[src/design/mips_pkg.sv]
// mips core package: shared word, opcode, control and pipeline record types
package mips_pkg;

   typedef logic [31:0] word_t;
   typedef logic [4:0]  reg_idx_t;

   // first fetch address after reset
   localparam word_t RESET_PC = 32'h0000_0000;

   typedef enum logic [5:0] {
      OP_RTYPE = 6'h00,
      OP_ADDI  = 6'h08,
      OP_LW    = 6'h23,
      OP_SW    = 6'h2B
   } opcode_e;

   typedef enum logic [5:0] {
      FN_ADD = 6'h20,
      FN_SUB = 6'h22,
      FN_AND = 6'h24,
      FN_OR  = 6'h25,
      FN_SLT = 6'h2A
   } funct_e;

   // slt compares signed
   typedef enum logic [2:0] {
      ALU_ADD,
      ALU_SUB,
      ALU_AND,
      ALU_OR,
      ALU_SLT
   } alu_op_e;

   typedef struct packed {
      logic  valid;
      word_t pc;
      word_t instr;
   } if_id_t;

   typedef struct packed {
      alu_op_e alu_op;
      logic    use_imm;
      logic    mem_read;
      logic    mem_write;
      logic    reg_write;
   } ctrl_t;

   typedef struct packed {
      logic     valid;
      ctrl_t    ctrl;
      reg_idx_t rs;
      reg_idx_t rt;
      reg_idx_t dest;
      word_t    rs_data;
      word_t    rt_data;
      word_t    imm;
   } id_ex_t;

   typedef struct packed {
      logic     valid;
      logic     mem_read;
      logic     mem_write;
      logic     reg_write;
      reg_idx_t dest;
      word_t    alu_result;
      word_t    store_data;
   } ex_mem_t;

   // valid here means a register is written
   typedef struct packed {
      logic     valid;
      reg_idx_t dest;
      word_t    data;
   } wb_t;

endpackage
[src/design/mips_core.sv]
// mips core top: five-stage pipeline with external instruction memory
`timescale 1ns/1ps

module mips_core
   import mips_pkg::*;
#(
   parameter int DMEM_WORDS = 64
) (
   input  logic  clk,
   input  logic  rst_n,
   input  word_t instr_i,
   output word_t imem_addr_o,
   output wb_t   wb_o
);

   if_id_t  if_id;
   id_ex_t  id_ex;
   ex_mem_t ex_mem;
   wb_t     mem_wb;
   logic    stall;

   fetch_stage fetch_i (
      .clk         (clk),
      .rst_n       (rst_n),
      .stall_i     (stall),
      .instr_i     (instr_i),
      .imem_addr_o (imem_addr_o),
      .if_id_o     (if_id)
   );

   decode_stage decode_i (
      .clk     (clk),
      .rst_n   (rst_n),
      .if_id_i (if_id),
      .wb_i    (mem_wb),
      .stall_o (stall),
      .id_ex_o (id_ex)
   );

   execute_stage execute_i (
      .clk       (clk),
      .rst_n     (rst_n),
      .id_ex_i   (id_ex),
      .fwd_mem_i (mem_wb),
      .ex_mem_o  (ex_mem)
   );

   memory_stage #(
      .DMEM_WORDS (DMEM_WORDS)
   ) memory_i (
      .clk      (clk),
      .rst_n    (rst_n),
      .ex_mem_i (ex_mem),
      .mem_wb_o (mem_wb)
   );

   // every register write is reported
   assign wb_o = mem_wb;

endmodule

[src/design/memory_stage.sv]
// memory stage: on-chip data memory, writeback select and MEM/WB register
`timescale 1ns/1ps

module memory_stage
   import mips_pkg::*;
#(
   parameter int DMEM_WORDS = 64
) (
   input  logic    clk,
   input  logic    rst_n,
   input  ex_mem_t ex_mem_i,
   output wb_t     mem_wb_o
);

   localparam int AW = $clog2(DMEM_WORDS);

   word_t          dmem [DMEM_WORDS];
   logic [AW-1:0]  word_idx;
   word_t          load_data;

   // word index sits above the byte offset
   assign word_idx  = ex_mem_i.alu_result[AW+1:2];
   assign load_data = dmem[word_idx];

   always_ff @(posedge clk) begin
      if (ex_mem_i.valid && ex_mem_i.mem_write) begin
         dmem[word_idx] <= ex_mem_i.store_data;
      end
   end

   always_ff @(posedge clk) begin
      if (!rst_n) begin
         mem_wb_o.valid <= 1'b0;
      end else begin
         mem_wb_o.valid <= ex_mem_i.valid && ex_mem_i.reg_write;
         mem_wb_o.dest  <= ex_mem_i.dest;
         if (ex_mem_i.mem_read) begin
            mem_wb_o.data <= load_data;
         end else begin
            mem_wb_o.data <= ex_mem_i.alu_result;
         end
      end
   end

endmodule

[src/design/execute_stage.sv]
// execute stage: operand forwarding, ALU and EX/MEM register
`timescale 1ns/1ps

module execute_stage
   import mips_pkg::*;
(
   input  logic    clk,
   input  logic    rst_n,
   input  id_ex_t  id_ex_i,
   input  wb_t     fwd_mem_i,
   output ex_mem_t ex_mem_o
);

   word_t op_a;
   word_t rt_val;
   word_t op_b;
   word_t alu_res;

   // EX/MEM first, then MEM/WB, then the register value
   // a load in EX/MEM has no data yet
   function automatic word_t fwd_operand(reg_idx_t src, word_t reg_val);
      if (ex_mem_o.reg_write && !ex_mem_o.mem_read &&
          ex_mem_o.dest != '0 && ex_mem_o.dest == src) begin
         return ex_mem_o.alu_result;
      end else if (fwd_mem_i.valid && fwd_mem_i.dest != '0 &&
                   fwd_mem_i.dest == src) begin
         return fwd_mem_i.data;
      end
      return reg_val;
   endfunction

   always_comb begin
      op_a   = fwd_operand(id_ex_i.rs, id_ex_i.rs_data);
      rt_val = fwd_operand(id_ex_i.rt, id_ex_i.rt_data);
      op_b   = id_ex_i.ctrl.use_imm ? id_ex_i.imm : rt_val;
   end

   always_comb begin
      case (id_ex_i.ctrl.alu_op)
         ALU_ADD: alu_res = op_a + op_b;
         ALU_SUB: alu_res = op_a - op_b;
         ALU_AND: alu_res = op_a & op_b;
         ALU_OR:  alu_res = op_a | op_b;
         ALU_SLT: alu_res = {31'd0, $signed(op_a) < $signed(op_b)};
         default: alu_res = op_a + op_b;
      endcase
   end

   always_ff @(posedge clk) begin
      if (!rst_n) begin
         ex_mem_o.valid     <= 1'b0;
         ex_mem_o.mem_read  <= 1'b0;
         ex_mem_o.mem_write <= 1'b0;
         ex_mem_o.reg_write <= 1'b0;
      end else begin
         ex_mem_o.valid      <= id_ex_i.valid;
         ex_mem_o.mem_read   <= id_ex_i.ctrl.mem_read;
         ex_mem_o.mem_write  <= id_ex_i.ctrl.mem_write;
         ex_mem_o.reg_write  <= id_ex_i.ctrl.reg_write;
         ex_mem_o.dest       <= id_ex_i.dest;
         ex_mem_o.alu_result <= alu_res;
         // store data goes through forwarding too
         ex_mem_o.store_data <= rt_val;
      end
   end

endmodule

[src/design/decode_stage.sv]
// decode stage: control decode, register file, load-use hazard and ID/EX register
`timescale 1ns/1ps

module decode_stage
   import mips_pkg::*;
(
   input  logic   clk,
   input  logic   rst_n,
   input  if_id_t if_id_i,
   input  wb_t    wb_i,
   output logic   stall_o,
   output id_ex_t id_ex_o
);

   opcode_e  opcode;
   funct_e   funct;
   reg_idx_t rs;
   reg_idx_t rt;
   reg_idx_t rd;
   reg_idx_t dest;
   ctrl_t    dec_ctrl;
   logic     known;
   logic     id_valid;
   id_ex_t   id_ex_d;

   word_t regs [32];

   assign opcode = opcode_e'(if_id_i.instr[31:26]);
   assign funct  = funct_e'(if_id_i.instr[5:0]);
   assign rs     = if_id_i.instr[25:21];
   assign rt     = if_id_i.instr[20:16];
   assign rd     = if_id_i.instr[15:11];
   assign dest   = (opcode == OP_RTYPE) ? rd : rt;

   // main control
   always_comb begin
      dec_ctrl = '{alu_op: ALU_ADD, default: 1'b0};
      known    = 1'b1;
      case (opcode)
         OP_RTYPE: begin
            dec_ctrl.reg_write = 1'b1;
            case (funct)
               FN_ADD:  dec_ctrl.alu_op = ALU_ADD;
               FN_SUB:  dec_ctrl.alu_op = ALU_SUB;
               FN_AND:  dec_ctrl.alu_op = ALU_AND;
               FN_OR:   dec_ctrl.alu_op = ALU_OR;
               FN_SLT:  dec_ctrl.alu_op = ALU_SLT;
               default: begin
                  dec_ctrl.reg_write = 1'b0;
                  known              = 1'b0;
               end
            endcase
         end
         OP_ADDI: begin
            dec_ctrl.use_imm   = 1'b1;
            dec_ctrl.reg_write = 1'b1;
         end
         OP_LW: begin
            dec_ctrl.use_imm   = 1'b1;
            dec_ctrl.mem_read  = 1'b1;
            dec_ctrl.reg_write = 1'b1;
         end
         OP_SW: begin
            dec_ctrl.use_imm   = 1'b1;
            dec_ctrl.mem_write = 1'b1;
         end
         default: known = 1'b0;
      endcase
   end

   // load in EX whose result is needed right now
   assign stall_o = if_id_i.valid && id_ex_o.valid && id_ex_o.ctrl.mem_read &&
                    (id_ex_o.dest == rs || id_ex_o.dest == rt);

   assign id_valid = if_id_i.valid && known && !stall_o;

   // read with write-through from writeback, r0 reads zero
   function automatic word_t read_reg(reg_idx_t idx);
      if (idx == '0) begin
         return '0;
      end else if (wb_i.valid && wb_i.dest == idx) begin
         return wb_i.data;
      end
      return regs[idx];
   endfunction

   always_ff @(posedge clk) begin
      if (wb_i.valid && wb_i.dest != '0) begin
         regs[wb_i.dest] <= wb_i.data;
      end
   end

   always_comb begin
      id_ex_d                = '0;
      id_ex_d.valid          = id_valid;
      id_ex_d.ctrl           = dec_ctrl;
      id_ex_d.ctrl.mem_read  = dec_ctrl.mem_read && id_valid;
      id_ex_d.ctrl.mem_write = dec_ctrl.mem_write && id_valid;
      // r0 is never written, so no writeback either
      id_ex_d.ctrl.reg_write = dec_ctrl.reg_write && id_valid && dest != '0;
      id_ex_d.rs             = rs;
      id_ex_d.rt             = rt;
      id_ex_d.dest           = dest;
      id_ex_d.rs_data        = read_reg(rs);
      id_ex_d.rt_data        = read_reg(rt);
      id_ex_d.imm            = {{16{if_id_i.instr[15]}}, if_id_i.instr[15:0]};
   end

   always_ff @(posedge clk) begin
      if (!rst_n) begin
         id_ex_o.valid <= 1'b0;
         id_ex_o.ctrl  <= '{alu_op: ALU_ADD, default: 1'b0};
      end else begin
         id_ex_o <= id_ex_d;
      end
   end

endmodule

[src/design/fetch_stage.sv]
// fetch stage: program counter, fetch address re-issue on stall and IF/ID register
`timescale 1ns/1ps

module fetch_stage
   import mips_pkg::*;
(
   input  logic   clk,
   input  logic   rst_n,
   input  logic   stall_i,
   input  word_t  instr_i,
   output word_t  imem_addr_o,
   output if_id_t if_id_o
);

   word_t pc;
   // address of the word arriving on instr_i this cycle
   word_t arr_pc;
   logic  fetch_pend;

   // a stalled word is dropped, so ask for it again
   assign imem_addr_o = stall_i ? arr_pc : pc;

   always_ff @(posedge clk) begin
      if (!rst_n) begin
         pc         <= RESET_PC;
         arr_pc     <= RESET_PC;
         fetch_pend <= 1'b0;
      end else begin
         pc         <= imem_addr_o + 32'd4;
         arr_pc     <= imem_addr_o;
         fetch_pend <= 1'b1;
      end
   end

   // IF/ID holds while decode stalls
   always_ff @(posedge clk) begin
      if (!rst_n) begin
         if_id_o.valid <= 1'b0;
      end else if (!stall_i) begin
         if_id_o.valid <= fetch_pend;
         if_id_o.pc    <= arr_pc;
         if_id_o.instr <= instr_i;
      end
   end

endmodule

[config.mk]
export PLATFORM = sky130hd
export DESIGN_NAME = mips_core
export DESIGN_NICKNAME = d
export VERILOG_FILES = /design/src/design/mips_pkg.sv /design/src/design/mips_core.sv /design/src/design/memory_stage.sv /design/src/design/execute_stage.sv /design/src/design/decode_stage.sv /design/src/design/fetch_stage.sv
export SDC_FILE = /design/constraint.sdc
export NUM_CORES = 2
export LEC_CHECK = 0
export CAP_MARGIN = 20
export CORE_MARGIN = 2
export CORE_UTILIZATION = 55
export CTS_CLUSTER_SIZE = 30
export DETAILED_ROUTE_END_ITERATION = 12
export DONT_BUFFER_PORTS = 1
export PLACE_DENSITY = 0.78
export SYNTH_ARGS = -nofsm -noshare
export SYNTH_HDL_FRONTEND = slang
export SYNTH_HIERARCHICAL = 1
export SYNTH_SLANG_ARGS = --single-unit
[constraint.sdc]
create_clock -name clk -period 6.3 [get_ports clk]
set_input_delay 0 -clock clk [delete_from_list [all_inputs] [get_ports clk]]
set_output_delay 0 -clock clk [all_outputs]
set_load 0.01 [all_outputs]
After elaboration in Yosys (flattened, before gate mapping)

Memories as Yosys holds them, arrays and structs flattened. A register that Yosys moved wholly into a read port is not among the register bits.
Index checks and enable logic that the tools add are counted.

Bits in registers: 312
Word-level logic and storage cells: 130
Bits of input ports: 34
Memories kept: 2
Bits in writable memories: 3,072
Output and inout port bits: 70
Bits in read-only memories: 0
Bits in latches: 0

$lt $le $gt $ge: 1
Add/sub/neg operators: 3
Equality and inequality tests: 20
Shift-type cells: 0
Divide/modulo/power cells: 0
Bitwise gates (word level): 3
$mul: 0
Reduce and logical (&&, ||, !) cells: 34
Mux-type cells: 40

Memory list:

| name          | depth | width | read ports | clocked after memory_dff | write ports | line               | source |
|---|---|---|---|---|---|---|---|
| memory_i.dmem | 64    | 32    | 1          | 1                        | 1           | memory_stage.sv:17 | `word_t dmem [DMEM_WORDS];` |
| decode_i.regs | 32    | 32    | 2          | 2                        | 1           | decode_stage.sv:26 | `word_t regs [32];` |

Operators by type and width:

| kind                  | count |
|---|---|
| $mux 32               | 15 |
| $pmux 32 s4           | 1 |
| $eq 6x6->1 const B    | 7 |
| $eq 5x5->1            | 8 |
| $add 32x3->32 const B | 1 |
| $add 32x32->32        | 1 |
| $and 32x32->32        | 1 |
| $lt 32x32->1          | 1 |
| $or 32x32->32         | 1 |
| $sub 32x32->32        | 1 |
| $logic_and 1x1->1     | 20 |
| $mux 1                | 17 |
| $mux 5                | 3 |
| $reduce_bool 5->1     | 3 |
| $pmux 3 s4            | 1 |
| $logic_not 5->1       | 2 |
| $eq 3x2->1 const B    | 2 |
| $eq 6x4->1 const B    | 1 |
| $logic_not 6->1       | 1 |
| $mux 6                | 1 |
| $reduce_or 5->1       | 1 |
| $pmux 1 s2            | 2 |
| $reduce_and 2->1      | 2 |
| $eq 3x1->1 const B    | 1 |
| other kinds (6)       | 7 |

Longest topological paths before layout

Depth after elaboration: 10
Mapped depth: 19
Gate-level depth less buffers: 18

By module

The synthesis kept the hierarchy.

Modules (own cells, without submodules):

| module        | seq. area each (um^2) | times used | cells an instance | area an instance (um^2) |
|---|---|---|---|---|
| memory_stage  | 62,630.1              | 1          | 4,161             | 80,110.6 |
| decode_stage  | 33,762.4              | 1          | 3,216             | 52,768.1 |
| execute_stage | 2,152.1               | 1          | 1,095             | 9,014.9 |
| fetch_stage   | 3,203.1               | 1          | 374               | 4,775.8 |

Least setup slack after synthesis

No wires, ideal clock.

Path type: reg2reg
Start: register fetch_i/if_id_o[21] (netlist name)
End: register fetch_i/if_id_o[0] (netlist name), enable pin
Period minus slack after synthesis: 5,075 ps
Required time: 5,813 ps
Library setup time: 487 ps
Setup slack: 1,225 ps
Path buffers: 6
Arrival time: 4,588 ps
Cell stages (with the launch flop): 12
Cells stage by stage: edfxtp_1 buf_6 buf_6 xor2_1 nor3_1 a22oi_1 nor2_1 buf_6 buf_2 buf_2 buf_2 nor2_1

Word-level cells in the longest chain between the ends: 5

Ends and longest elaborated chain:

| item                              | line               | source |
|---|---|---|
| start, declared                   | fetch_stage.sv:12  | `output if_id_t if_id_o` |
| $eq 5x5->1                        | decode_stage.sv:73 | `(id_ex_o.dest == rs \|\| id_ex_o.dest == rt);` |
| $logic_or 1x1->1                  | decode_stage.sv:73 |  |
| $logic_and 1x1->1                 | decode_stage.sv:72 | `assign stall_o = if_id_i.valid && id_ex_o.valid && id_ex_o.ctrl.mem_read &&` |
| named net stall                   | mips_core.sv:20    | `logic stall;` |
| $not 1->1 (no source line)        | -                  |  |
| $reduce_and 2->1 (no source line) | -                  |  |

The timed path passes the listed nets, and every way through them passes these cells.
A chain may end at the register's enable or synchronous reset.

Worst setup path in the final report

Start: register memory_i/mem_wb_o[32] (netlist name)
End: register execute_i/ex_mem_o[56] (netlist name) (data pin)

Word-level cells in the longest chain between the ends: 9
Elaborated cells between the ends (all ways): 18
Classes of those cells: add/sub: 2; eq/ne: 2; mux: 8; bitwise: 2; reduce/logical: 4

Ends and longest elaborated chain:

| item                                             | line                                                          | source |
|---|---|---|
| start, declared                                  | memory_stage.sv:12                                            | `output wb_t mem_wb_o` |
| $reduce_bool 5->1                                | execute_stage.sv:25                                           | `end else if (fwd_mem_i.valid && fwd_mem_i.dest != '0 &&` |
| $logic_and 1x1->1                                | execute_stage.sv:25                                           |  |
| $logic_and 1x1->1 (*)                            | execute_stage.sv:25                                           |  |
| $mux 1 (*)                                       | execute_stage.sv:25                                           |  |
| $mux 1 (*)                                       | execute_stage.sv:22                                           | `if (ex_mem_o.reg_write && !ex_mem_o.mem_read &&` |
| $mux 32 (*)                                      | execute_stage.sv:29                                           | `return reg_val;` |
| named net execute_i.rt_val[0]                    | execute_stage.sv:15                                           | `word_t rt_val;` |
| $mux 32 (*)                                      | execute_stage.sv:35                                           | `op_b = id_ex_i.ctrl.use_imm ? id_ex_i.imm : rt_val;` |
| $add 32x32->32 or $sub 32x32->32 (tied branches) | execute_stage.sv:40, execute_stage.sv:45, execute_stage.sv:41 |  |
| $pmux 32 s4 (*)                                  | execute_stage.sv:39                                           | `case (id_ex_i.ctrl.alu_op)` |
| named net execute_i.alu_res[24]                  | execute_stage.sv:17                                           | `word_t alu_res;` |
| end, declared                                    | execute_stage.sv:11                                           | `output ex_mem_t ex_mem_o` |

Mark *: on every way through the listed nets, which the timed path passes. The rest lies on a longest branch.

==> reports/metrics.csv <==
stage,metric,value,unit
flow_run,max_cap_viol_count,0,
hold_path,hold_start,instr_i[17],
setup_path,slowest_stage,or4_1,
timing,finClkSkew,0.109,ns
timing,relSlewSlack,0.0502,
finish,layout-drive-gt1-share,0.197,
floorplanning,die_area,0.269,mm^2
floorplanning,initial_core_util,0.554,
global_route,grt_pass1_wl,664000,um
setup_path,critPathMaxStageDelay,0.52,ns
timing,rsz0062_at_grt,false,
setup_path,required,6.90,ns
pwr,peakVddDrop,0.330,mV
setup_path,cp.arrival,6.32,ns
timing,max_freq,175,MHz
setup_path,r2r_slack,0.58,ns
placed_design,portBuffers,0,
synth,syn_inst,8814,
drt,drt-initial-drc-count,17000,
floorplanning,chipWidth,519,um
setup_path,cp_cell_sequence,or4_1 -> o21ai_1 -> nor4_4 -> buf_4 -> mux2i_1 -> o21ai_0 -> mux2_2 -> ha_1 -> fa_1 -> or2_2 -> a221oi_1 -> buf_4 -> o211ai_1 -> a31oi_1 -> buf_4 -> o2111ai_1 -> nand4_1 -> buf_4 -> xnor2_1 -> o221ai_1,
placed_design,place_ws,0.658,ns
drt,vias,92600,
drt,wl,477000,um
global_route,overflow,0,
setup_path,cp-endpoint,execute_i/ex_mem_o[56]$_DFFE_PP_,
floorplanning,fp.dieH,519,um
finish,stdcell_count,12800,
clock_tree,tritoncts,done,
setup_path,worstSetupPathType,flip-flop to flip-flop,
setup_path,startpoint_type,flip-flop,
timing,whs,0.272,ns
clock_tree,cts_made_buffers,341,
setup_path,crit_buf_inv,4,
run_status,status,completed,
timing,hold_viol_final,0,
setup_path,endpoint_kind,flip-flop,
global_route,grt_max_degree,226,
global_route,grt_pass1_vias,89000,
timing,setup_ws,0.581,ns
setup_path,cp_num_cells,20,
finish,design_area,0.162,mm^2
setup_path,startpoint,memory_i/mem_wb_o[32]$_DFFE_PP_,
timing,setup_viol_count_final,0,
global_route,antenna_found_initial,51,
clock_tree,cts_setup_buffers,0,
drt,drc,0,
finish,fin_nets,9175,
clock_tree,clk_latency,0.92,ns
timing,fin_tns_setup,0,ns
timing,period_share,0.908,
global_route,track_usage,0.346,
synth,ys_warn_count,6,
drt,vias_per_cell,7.21,
setup_path,ff2ff_path_depth,20,
synth,netlist_area,0.146,mm^2
placed_design,gp_congestion,0.960,
floorplanning,std_cell_rows,188,
drt,dr.pass1.iters,9,
hold_path,hold_class,primary input to flip-flop,
setup_path,critPathMaxFanout,4,
setup_path,cpMostUsedCell,buf_4,
floorplanning,ios,104,
timing,maxSlewViolCount,0,
setup_path,r2r_start,memory_i/mem_wb_o[32]$_DFFE_PP_,
pwr,p_per_area,336,mW/mm^2
clock_tree,clk_pin_slew,0.06,ns
clock_tree,cts_sinks,3382,
setup_path,cp_top_family,compound AO/OA/AOI/OAI gates,
drt,ant_nets,0,
synth,syn_area_per_cell,16.5,um^2
placed_design,dp.cells,12100,
drt,wl_per_cell,37.1,um
clock_tree,cts_root_buffer,clkbuf_16,
placed_design,placed_area,0.151,mm^2
setup_path,timing.rr.end,execute_i/ex_mem_o[56]$_DFFE_PP_,
clock_tree,cts.path.max_buffers,4,
finish,syn_to_final_growth,11.5,%
pwr,p_leak,52.9,nW
timing,min_period,5.72,ns
placed_design,hpwl,290000,um
clock_tree,htree_levels,5,
floorplanning,coreArea,0.263,mm^2
timing,worst_pin_slew,1.42,ns
worst min-delay path by stage:
stage / cells after the start / end / slack (ns)
after floorplan: 0 / fetch_i/fetch_pend$_DFF_P_ / 0.03
after global placement: 0 / fetch_i/fetch_pend$_DFF_P_ / 0.08
after detailed placement: 0 / fetch_i/fetch_pend$_DFF_P_ / 0.09
after CTS: 2 / fetch_i/if_id_o[21]$_DFFE_PP_ / 0.24
after global routing: 2 / fetch_i/if_id_o[17]$_DFFE_PP_ / 0.28
final: 2 / fetch_i/if_id_o[17]$_DFFE_PP_ / 0.27
placed cells by master, fill, tap and decap left out, types with 41 or more instances in the layout:
cell type / instances
clkbuf_16: 346
o21ai_0: 204
dfxtp_1: 76
a21oi_1: 253
mux2_2: 314
nor2_4: 101
a22oi_1: 272
edfxtp_1: 3305
a221o_1: 41
nor2_1: 241
ha_1: 104
nor2b_1: 123
mux4_2: 422
clkbuf_1: 70
buf_4: 367
clkinv_1: 76
a211oi_1: 161
a221oi_1: 246
a2111oi_0: 44
inv_1: 113
clkinv_2: 65
a31oi_1: 60
nand3_1: 51
mux2i_1: 657
dlygate4sd3_1: 65
o22ai_1: 158
nor3_1: 42
nand2_1: 492
layer usage:
layer / track usage / vias up / part of all wire
li1: - / 36300 / -
met2: 0.511 / 8066 / 0.44
met3: 0.112 / 1630 / 0.15
met4: 0.202 / 30 / 0.071
met5: 0.00142 / - / 0.00044
met1: 0.452 / 46600 / 0.34
what timing repair did:
action                                 in CTS  in global routing
endpoints found under the hold margin     310                  0
hold buffers                               66                  0
resized for setup                           0                  0
registers in the layout, summed over array words and instances (netlist names):
name and count:
decode_i/id_ex_o 103, decode_i/regs 1024, execute_i/ex_mem_o 73, fetch_i/arr_pc 30, fetch_i/fetch_pend 1, fetch_i/if_id_o 33
fetch_i/pc 32, memory_i/dmem 2048, memory_i/mem_wb_o 38
through the flow:
step / util / total power, mW
final: 0.618 / 54.6
after global routing: 0.617 / 55.5
after CTS: 0.617 / 54.1
after detailed placement: 0.575 / 35.2
after global placement: 0.574 / 35.0
after floorplan: - / 31.3
layout make-up:
class / instances / area (um^2)
Clock buffer: 422 / 8990
Fill cell: 18200 / 101000
Tap cell: 3515 / 4400
Timing Repair Buffer: 482 / 4220
Antenna cell: 27 / 67.6
Multi-Input combinational cell: 4708 / 42100
Clock inverter: 183 / 1370
Sequential cell: 3382 / 101000
Inverter: 120 / 459
worst register-to-register path: stages (launching register included):
cell and delay [ns]:
edfxtp_1 0.39, or4_1 0.52, o21ai_1 0.30, nor4_4 0.08, buf_4 0.17, mux2i_1 0.34
o21ai_0 0.18, mux2_2 0.32, ha_1 0.24, fa_1 0.50, or2_2 0.34, a221oi_1 0.27
buf_4 0.18, o211ai_1 0.17, a31oi_1 0.21, buf_4 0.16, o2111ai_1 0.25, nand4_1 0.38
buf_4 0.19, xnor2_1 0.11, o221ai_1 0.16
where the power goes:
part / total (mW) / switching (mW) / internal [mW]
logic: 9.55 / 6.66 / 2.89
registers: 25.8 / 0.391 / 25.4
clock network: 19.3 / 8.54 / 10.7
(Power assumes the default switching activity.)
